[src/design/pitch_macros.svh]
`ifndef PITCH_MACROS_SVH
`define PITCH_MACROS_SVH

// voices and oscillators per voice
`define PITCH_VOICES 8
`define PITCH_OSCS 4

// index widths
`define PITCH_V_W 3
`define PITCH_O_W 2

// field offsets inside one oscillator's 16-address block
`define PITCH_ADR_CT 0
`define PITCH_ADR_FT 1
`define PITCH_ADR_KS 5
`define PITCH_ADR_BCT 8
`define PITCH_ADR_BFT 9

// common space
`define PITCH_ADR_PBR 0

`endif

[src/design/key_table.sv]
`timescale 1ns/1ps
`include "pitch_macros.svh"

module key_table (
    input  logic                    sCLK_XVXOSC,
    input  logic                    reset_data_N,
    input  logic                    note_on,
    input  logic [`PITCH_V_W-1:0]   key_voice,
    input  logic [7:0]              key_val,
    input  logic [`PITCH_V_W-1:0]   rd_voice,
    output logic [7:0]              key
);

    logic [7:0] keys [`PITCH_VOICES];

    always_ff @(posedge sCLK_XVXOSC) begin
        if (!reset_data_N) begin
            for (int v = 0; v < `PITCH_VOICES; v++) begin
                keys[v] <= 8'hFF;   // no note held
            end
        end else if (note_on) begin
            keys[key_voice] <= key_val;
        end
    end

    // scanned voice
    assign key = keys[rd_voice];

endmodule

[config.mk]
export PLATFORM = sky130hd
export DESIGN_NAME = key_table
export DESIGN_NICKNAME = d
export VERILOG_FILES = /design/src/design/key_table.sv
export VERILOG_INCLUDE_DIRS = /design/src /design/src/design
export SDC_FILE = /design/constraint.sdc
export NUM_CORES = 1
export LEC_CHECK = 0
export ABC_AREA = 1
export CORE_UTILIZATION = 65
export DETAILED_ROUTE_END_ITERATION = 12
export DONT_BUFFER_PORTS = 1
export PLACE_DENSITY = 0.93
export SLEW_MARGIN = 20
export SYNTH_ARGS = -nofsm -noshare
export SYNTH_HDL_FRONTEND = slang
export SYNTH_SLANG_ARGS = --single-unit
export TNS_END_PERCENT = 10
[constraint.sdc]
create_clock -name sCLK_XVXOSC -period 3 [get_ports sCLK_XVXOSC]
set_input_delay 0.6 -clock sCLK_XVXOSC [delete_from_list [all_inputs] [get_ports sCLK_XVXOSC]]
set_output_delay 0.6 -clock sCLK_XVXOSC [all_outputs]
set_load 0.01 [all_outputs]
==> results.toml <==
[status]
status = "finished clean"

[synth]
syn_area_um2 = 3260
netlist_top_cells_count = "nand2_1, inv_1, edfxtp_1"
yosys-top-cells-area = "edfxtp_1, nand2_1, inv_1, nand3_1, nor2_8"
netlist_instances = 377
yosys.area.top_type = "edfxtp_1"
yosysUniqueCellTypes = 15
synth_most_common_cell = "nand2_1"
synthesis.nets = 394
ys_seq_area_share_pct = 58.9
ys_ff_latch = 64
synth_top_cell_area_share_pct = 58.9
syn_avg_cell_area_um2 = 8.65
yosys_warnings = 0
synthFlopType = "edfxtp_1"
async_reset_ff_share_pct = 0
synth_edf_count = 64

[min_path]
hp-class = "in -> reg"

[clocking]
ctsResizeCount = 0
cts_sinks = 64
numCtsBuffers = 9
clk_path_buf_depth = 2
cts_tree = "built"
cts.hold.buffers_added = 0
cts-root-buf = "clkbuf_8"
htreeDepth = 3
cts_setup_buffers = 0
cts.clk_slew.worst_paths_ns = 0.06

[grt]
grt_antenna_before_repair = 0
grt_pass1_vias = 2226
grt.overflow.total = 0
grt_max_degree = 34
track_usage_pct = 28.8
grt_pass1_wl_um = 10700

[layout]
final_util_pct = 73.4
design_area_um2 = 3510
num-nets-final = 400
syn2layout_area_growth_pct = 7.71
regMostFlops = "keys"
drive_above_1_share_pct = 6.96
largest_reg_flops = 64
antenna_cells = 0
instances_no_fill = 455
top_regs = "keys x64"
fillers = 350

[route]
ant_nets = 0
num_vias = 2414
drc = 0
drt_wl_total_um = 6770
post_drt_wl_per_cell_um = 14.9
avgViaCountPerCell = 5.31
drtPass1Iterations = 6
drtIter0Drc = 385

[pwr]
comb_power_share_pct = 9.6
power.density_nw_per_um2 = 547
power_switching_mw = 0.456
irDropWorstVdd_v = 0.000457
cellInternalPower_mw = 1.47
power_mw = 1.92
pwr-share-seq_pct = 54.8
leakage_nw = 1.66
p_clk_share_pct = 35.6
swShare_pct = 23.7

[timing]
slew_viol_final = 0
hold_violations = 0
fmax_mhz = 444
max_slew_margin_pct = 27.4
finalSetupTns_ns = 0
setup_viol = 0
worst_pin_slew_ns = 1.08
fin_crit_sh_pct = 75.0
post-route-min-period_ns = 2.25
timing.hold.ws_ns = 0.578
final.setup.worst_slack_ns = 0.749
rsz0062_at_grt = "no"

[critical_path]
cp.arrival_ns = 1.65
worstSetupEndpointType = "output port"
crit_required_ns = 2.40
cp_max_fo = 33
cp-start-kind = "primary input"
critPathKind = "in -> out"

[floorplan]
die_x_um = 72.8
ios = 25
core-area_um2 = 4790
num_rows = 25
die_y_um = 72.8
die_area_um2 = 5300
initial_core_util_pct = 68.1

[place]
hpwl_um = 4710
gp_congestion = 0.857
dp.cells = 439
io_buffer_count = 0
placed_area_um2 = 3330
pre_cts_slack_ns = 0.663

[flow_run]
cap_violations = 0
[area by class of cell]
| class | count | area [um^2] | area share (%) |
|---|---|---|---|
| clock buffer | 11 | 131 | 3.74 |
| timing repair buffer | 8 | 60.1 | 1.71 |
| clock inverter | 5 | 47.5 | 1.35 |
| multi-input combinational | 223 | 978 | 27.9 |
| inverter | 77 | 289 | 8.23 |
| tap | 67 | 83.8 | 2.39 |
| sequential | 64 | 1920 | 54.7 |
[routing by layer]
metal  global-route usage [%]  wire, um  share of wire [%]
met1                     39.1      2590                 38
met5                        0         0                  0
met3                     5.52       745                 11
met4                     18.1       281                4.1
met2                     43.2      3160                 47
[path summary, 6_finish.rpt]
path,startpoint,endpoint,slack (ns),cells past startpoint
worst min-delay path,key_voice[0],keys[3][0],0.58,3
worst max-delay path,rd_voice[0],key[5],0.75,7
[worst max-delay path, cell delays in order]
cell     delay, ns
inv_1         0.29
buf_4         0.32
nand2_1       0.09
nand3_1       0.11
nand2_1       0.07
nand2_1       0.07
nand2_1       0.10
[power groups by stage]
stage               Clock, mW  Combinational, mW  Sequential (mW)
floorplan                   0              0.145             1.07
finish                  0.685              0.184             1.05
global placement            0              0.175             1.07
detailed placement          0              0.182             1.07
CTS                     0.690              0.183             1.05
global route            0.730              0.206             1.06
[layout by cell type (no fill, tap or decap), drive strengths merged]
master	count
buf	8
bufinv	1
clkbuf	11
clkinv	4
edfxtp	64
inv	77
nand2	171
nand3	33
nor2	9
o21ai	8
or2	2
[cells by family (layout without fill, tap and decap cells)]
family	Yosys count	count (layout)	synth area share [%]
and+or+nand+nor	215	215	28.8
buffers and inverters	90	101	11.1
DFF	64	64	58.9
AOI/OAI and AO/OA	8	8	1.23
Note: power is estimated with default switching activity, not from simulation.
