File: src/design/pitch_macros.svh
`ifndef PITCH_MACROS_SVH
`define PITCH_MACROS_SVH

// voices and oscillators per voice
`define PITCH_VOICES 8
`define PITCH_OSCS 4

// index widths
`define PITCH_V_W 3
`define PITCH_O_W 2

// field offsets inside one oscillator's 16-address block
`define PITCH_ADR_CT 0
`define PITCH_ADR_FT 1
`define PITCH_ADR_KS 5
`define PITCH_ADR_BCT 8
`define PITCH_ADR_BFT 9

// common space
`define PITCH_ADR_PBR 0

`endif

File: src/design/pitch_pkg.sv
`include "pitch_macros.svh"

package pitch_pkg;

    // scanned voice/oscillator slot
    typedef struct packed {
        logic [`PITCH_V_W-1:0] voice;
        logic [`PITCH_O_W-1:0] osc;
    } slot_t;

    // oscillator view of the bus address
    typedef struct packed {
        logic [2:0] num;    // top bit unused
        logic [3:0] field;
    } osc_adr_t;

    typedef union packed {
        osc_adr_t   osc;
        logic [6:0] com;    // common space index
    } param_adr_u;

    typedef struct packed {
        logic [7:0] ct;     // m:c coarse ratio
        logic [7:0] ft;     // ratio fine transpose
        logic [7:0] ks;     // key scale
        logic [7:0] bct;    // base coarse
        logic [7:0] bft;    // base fine
    } osc_param_t;

    // top octave increments, semitones 0..11
    parameter logic [23:0] base_octave [12] = '{
        24'h400000,
        24'h43CE3F,
        24'h47D66B,
        24'h4C1BF8,
        24'h50A28C,
        24'h556E04,
        24'h5A827A,
        24'h5FE443,
        24'h6597FB,
        24'h6BA27E,
        24'h7208F8,
        24'h78D0E0
    };

endpackage

File: src/design/pitch_param_regs.sv
`timescale 1ns/1ps
`include "pitch_macros.svh"

module pitch_param_regs (
    input  logic                    sCLK_XVXOSC,
    input  logic                    reset_data_N,
    input  logic                    osc_sel,
    input  logic                    com_sel,
    input  pitch_pkg::param_adr_u   adr,
    input  logic [7:0]              wdata,
    input  logic                    wr,
    input  logic                    rd,
    output logic [7:0]              rdata,
    input  logic [`PITCH_O_W-1:0]   osc_a,
    output pitch_pkg::osc_param_t   par_a,
    input  logic [`PITCH_O_W-1:0]   osc_b,
    output pitch_pkg::osc_param_t   par_b,
    output logic [7:0]              pb_range
);

    pitch_pkg::osc_param_t  regs [`PITCH_OSCS];
    logic [`PITCH_O_W-1:0]  sel_osc;
    logic                   osc_space;
    logic                   com_hit;
    logic [7:0]             rd_byte;

    assign sel_osc   = adr.osc.num[`PITCH_O_W-1:0];
    assign osc_space = osc_sel && (adr.osc.num[2:`PITCH_O_W] == '0);
    assign com_hit   = !osc_sel && com_sel && (adr.com == 7'(`PITCH_ADR_PBR));

    always_comb begin
        rd_byte = 8'h00;    // holes
        if (osc_space) begin
            case (adr.osc.field)
                4'(`PITCH_ADR_CT):  rd_byte = regs[sel_osc].ct;
                4'(`PITCH_ADR_FT):  rd_byte = regs[sel_osc].ft;
                4'(`PITCH_ADR_KS):  rd_byte = regs[sel_osc].ks;
                4'(`PITCH_ADR_BCT): rd_byte = regs[sel_osc].bct;
                4'(`PITCH_ADR_BFT): rd_byte = regs[sel_osc].bft;
                default:            rd_byte = 8'h00;
            endcase
        end else if (com_hit) begin
            rd_byte = pb_range;
        end
    end

    always_ff @(posedge sCLK_XVXOSC) begin
        if (!reset_data_N) begin
            for (int o = 0; o < `PITCH_OSCS; o++) begin
                regs[o] <= '{ct: 8'h40, ft: 8'h40, ks: 8'h00, bct: 8'h40, bft: 8'h40};
            end
            pb_range <= 8'd3;   // semitones
            rdata    <= 8'h00;
        end else begin
            if (wr && osc_space) begin
                case (adr.osc.field)
                    4'(`PITCH_ADR_CT):  regs[sel_osc].ct  <= wdata;
                    4'(`PITCH_ADR_FT):  regs[sel_osc].ft  <= wdata;
                    4'(`PITCH_ADR_KS):  regs[sel_osc].ks  <= wdata;
                    4'(`PITCH_ADR_BCT): regs[sel_osc].bct <= wdata;
                    4'(`PITCH_ADR_BFT): regs[sel_osc].bft <= wdata;
                    default: ;
                endcase
            end else if (wr && com_hit) begin
                pb_range <= wdata;
            end
            if (rd) begin
                rdata <= rd_byte;   // held until next rd
            end
        end
    end

    // stage 0 and stage 1 lookups
    assign par_a = regs[osc_a];
    assign par_b = regs[osc_b];

endmodule

File: config.mk
export PLATFORM = sky130hd
export DESIGN_NAME = pitch_param_regs
export DESIGN_NICKNAME = d
export VERILOG_FILES = /design/src/design/pitch_pkg.sv /design/src/design/pitch_param_regs.sv
export VERILOG_INCLUDE_DIRS = /design/src /design/src/design
export SDC_FILE = /design/constraint.sdc
export NUM_CORES = 1
export LEC_CHECK = 0
export BUFFER_PORTS_ARGS = -buffer_cell sky130_fd_sc_hd__buf_2
export CAP_MARGIN = 20
export CELL_PAD_IN_SITES_DETAIL_PLACEMENT = 1
export CELL_PAD_IN_SITES_GLOBAL_PLACEMENT = 2
export CORE_UTILIZATION = 42
export DETAILED_ROUTE_END_ITERATION = 7
export HOLD_SLACK_MARGIN = 0.03
export PLACE_DENSITY = 0.78
export SLEW_MARGIN = 20
export SYNTH_ARGS = -nofsm -noshare
export SYNTH_HDL_FRONTEND = slang
export SYNTH_SLANG_ARGS = --single-unit
File: constraint.sdc
create_clock -name sCLK_XVXOSC -period 3.7 [get_ports sCLK_XVXOSC]
set_input_delay 0.74 -clock sCLK_XVXOSC [delete_from_list [all_inputs] [get_ports sCLK_XVXOSC]]
set_output_delay 0.74 -clock sCLK_XVXOSC [all_outputs]
set_load 0.02 [all_outputs]
==> flow_summary.toml <==
[timing]
rsz0062_at_grt = "false"
setup-tns-final_ns = 0
fin_crit_sh_pct = 75.11
finalSetupViolCount = 0
tightestPinTransition_ns = 1.021
whs_ns = 0.5150
fin_crit_ns = 2.779
drv_slew = 0
relSlewSlack_pct = 31.22
fmax_mhz = 359.9
skew_ns = 0.01122
hold_viol_final = 0

[final_layout]
syn_to_final_growth_pct = 15.30
multi_input_area_mm2 = 0.004534
final_common_cell = "edfxtp_1"
finalNetCount = 795
drive_gt1_share_pct = 40.10
nFillCells = 2363
final_cell_mix = "edfxtp_1 (160), buf_2 (120), mux4_2 (114)"
antenna_cells = 0
ff_latch_area_mm2 = 0.005125

[yosys]
syn_area_per_cell_um2 = 15.22
syn_inst = 656
yosysTopAreaCellShare_pct = 48.12
yosysTopAreaCell = "edfxtp_1"
syn_nets = 681
ys_types = 42
yosys-top-cells-area = "edfxtp_1 (48%), mux4_2 (26%), and2_1 (4.1%), dfxtp_1 (3.2%), nor2_1 (2.1%)"
ys_seq_area_share_pct = 51.33
synth_seq_cells = 176
syn-cell-area_mm2 = 0.009985
synth_warnings = 0

[floorplanning]
initial_core_util_pct = 42.66
die_x_um = 156.2
rows = 56
coreArea_mm2 = 0.02340
die_h_um = 156.2
die_area_mm2 = 0.02439
io_pins = 121

[grt]
gr-usage-met3_pct = 5.806
antenna_found_initial = 0
grt_max_degree = 41
grt.busiest_layer = "met2"
use_met2_pct = 45.00
grt_pass1_vias = 7022
overflow = 0
grt_usage_pct = 28.29
met1_usage_pct = 38.02
grt_pass1_wl_um = 48080

[worst_setup_path]
critPathLaunchType = "input pin"
end_kind = "output pin"
critPathMaxFanout = 24
cp_slowest_stage_delay_ns = 0.45
critPathKind = "in2out"
cp_slowest_cell = "buf_2"
crit_required_ns = 2.96
cp_cell_sequence = "buf_2 -> buf_12 -> mux4_2 -> buf_2"
crit_top_cell = "buf_2"
arrival_ns = 2.04
r2r_slack_ns = 1.86

[clocking]
clock_latency_ns = 0.44
clk_pin_slew_worst_paths_ns = 0.06
ctsHoldBuffers = 0
cts.htree.levels = 4
root_buffer = "clkbuf_16"
post_cts_resized = 0
cts-buffers-inserted = 17
post_cts_buffers = 0
cts_tree = "done"
cts_sinks = 176
cts_buffer_depth = 2

[routing]
wirelength_um = 32970
first_iter_violations = 725
num_vias = 6996
detail_route.wl_per_cell_um = 29.92
drcViolationCount = 0
drt_pass1_iterations = 5
via_per_inst = 6.348
drt.antenna.violating_nets = 0

[power_and_ir_drop]
ir_drop_mv = 0.2568
leakage_nw = 3.919
p_per_area_mw_per_mm2 = 417.6

[min_path]
min_path_type = "reg2reg"

[place]
hpwl_um = 23560
port_buffers = 120
place.gp.congestion = 0.8690

[outcome]
status = "finished, final reports clean"

[job]
maxCapViolCount = 0
## registers in the layout (all words and copies together) (netlist names)
register / count
pb_range: 8
rdata: 8
regs: 160
## power by group
part | total, W | switching, W | internal, W
clock network | 0.00164 | 0.000785 | 0.000853
logic | 0.000809 | 0.000468 | 0.000341
registers | 0.00236 | 0.0000902 | 0.00227
total | 0.00481 | 0.00134 | 0.00346
## cells in the mapped netlist, drive strengths merged
| cell | n |
|---|---|
| nor4 | 10 |
| a21boi | 1 |
| or4bb | 1 |
| a211oi | 9 |
| nand2b | 11 |
| dfxtp | 16 |
| nor3b | 1 |
| o21ai | 39 |
| nor2b | 11 |
| or3 | 6 |
| nor2 | 57 |
| or4b | 1 |
| a22o | 16 |
| clkbuf | 29 |
| buf | 29 |
| or2 | 1 |
| nor4bb | 1 |
| mux4 | 120 |
| nand2 | 23 |
| edfxtp | 160 |
| nand3 | 11 |
| nor4b | 2 |
| a2111o | 2 |
| a31oi | 4 |
| a21oi | 14 |
| a2111oi | 1 |
| a31o | 1 |
| or4 | 1 |
| and3 | 1 |
| and2 | 66 |
| nand4b | 1 |
| inv | 9 |
| nand4bb | 1 |
## through the flow
| step | worst slack [ns] | power, W | cell area [µm²] | instances | util (%) |
|---|---|---|---|---|---|
| final | 0.9211 | 0.004807 | 11510 | 1102 | 49.19 |
| after global routing | 0.8260 | 0.004932 | 11510 | 1102 | 49.19 |
| after detailed placement | 0.4952 | 0.003207 | 10990 | 1070 | 46.96 |
| after global placement | 0.5916 | 0.003183 | 10990 | 1070 | 46.96 |
| after floorplan | 0.8873 | 0.002899 | 9985 | 656 | - |
| after CTS | 0.9154 | 0.004817 | 11510 | 1102 | 49.19 |
## critical path: cells and delay by family
kind	cells	cell delay [ns]
buf+inv	3	0.91
mux	1	0.37
## logic make-up (layout without fill, tap and decap cells)
kind of cell,count (synthesis),in the layout,share of synthesized area (%)
AO/OA/AOI/OAI,87,87,6.692
buffers and inverters,67,194,3.258
flip-flops,176,176,51.33
multiplexers,120,120,27.29
AND/OR/NAND/NOR,206,206,11.43
## final timing paths
check,start,cells past startpoint,end
max,osc_b[1],4,par_b[23]
min,pb_range[4],2,pb_range[4]
max reg2reg,regs[0][28],4,rdata[4]
min reg2reg,pb_range[4],2,pb_range[4]
## layout make-up
class | count | share of cell area (%)
multi-input cells | 413 | 39.39
flip-flops and latches | 176 | 44.52
clock buffers | 18 | 3.728
clock inverters | 14 | 0.8043
repair buffers | 153 | 7.803
inverters | 9 | 0.2934
well taps | 319 | 3.467
## routing by layer
layer | vias up | part of all wire [%]
met1 | 3681 | 40
li1 | 2866 | -
met2 | 394 | 48
met5 | - | 0
met4 | 0 | 3.1
met3 | 55 | 8.5
Power figures use the tool's default switching activity.
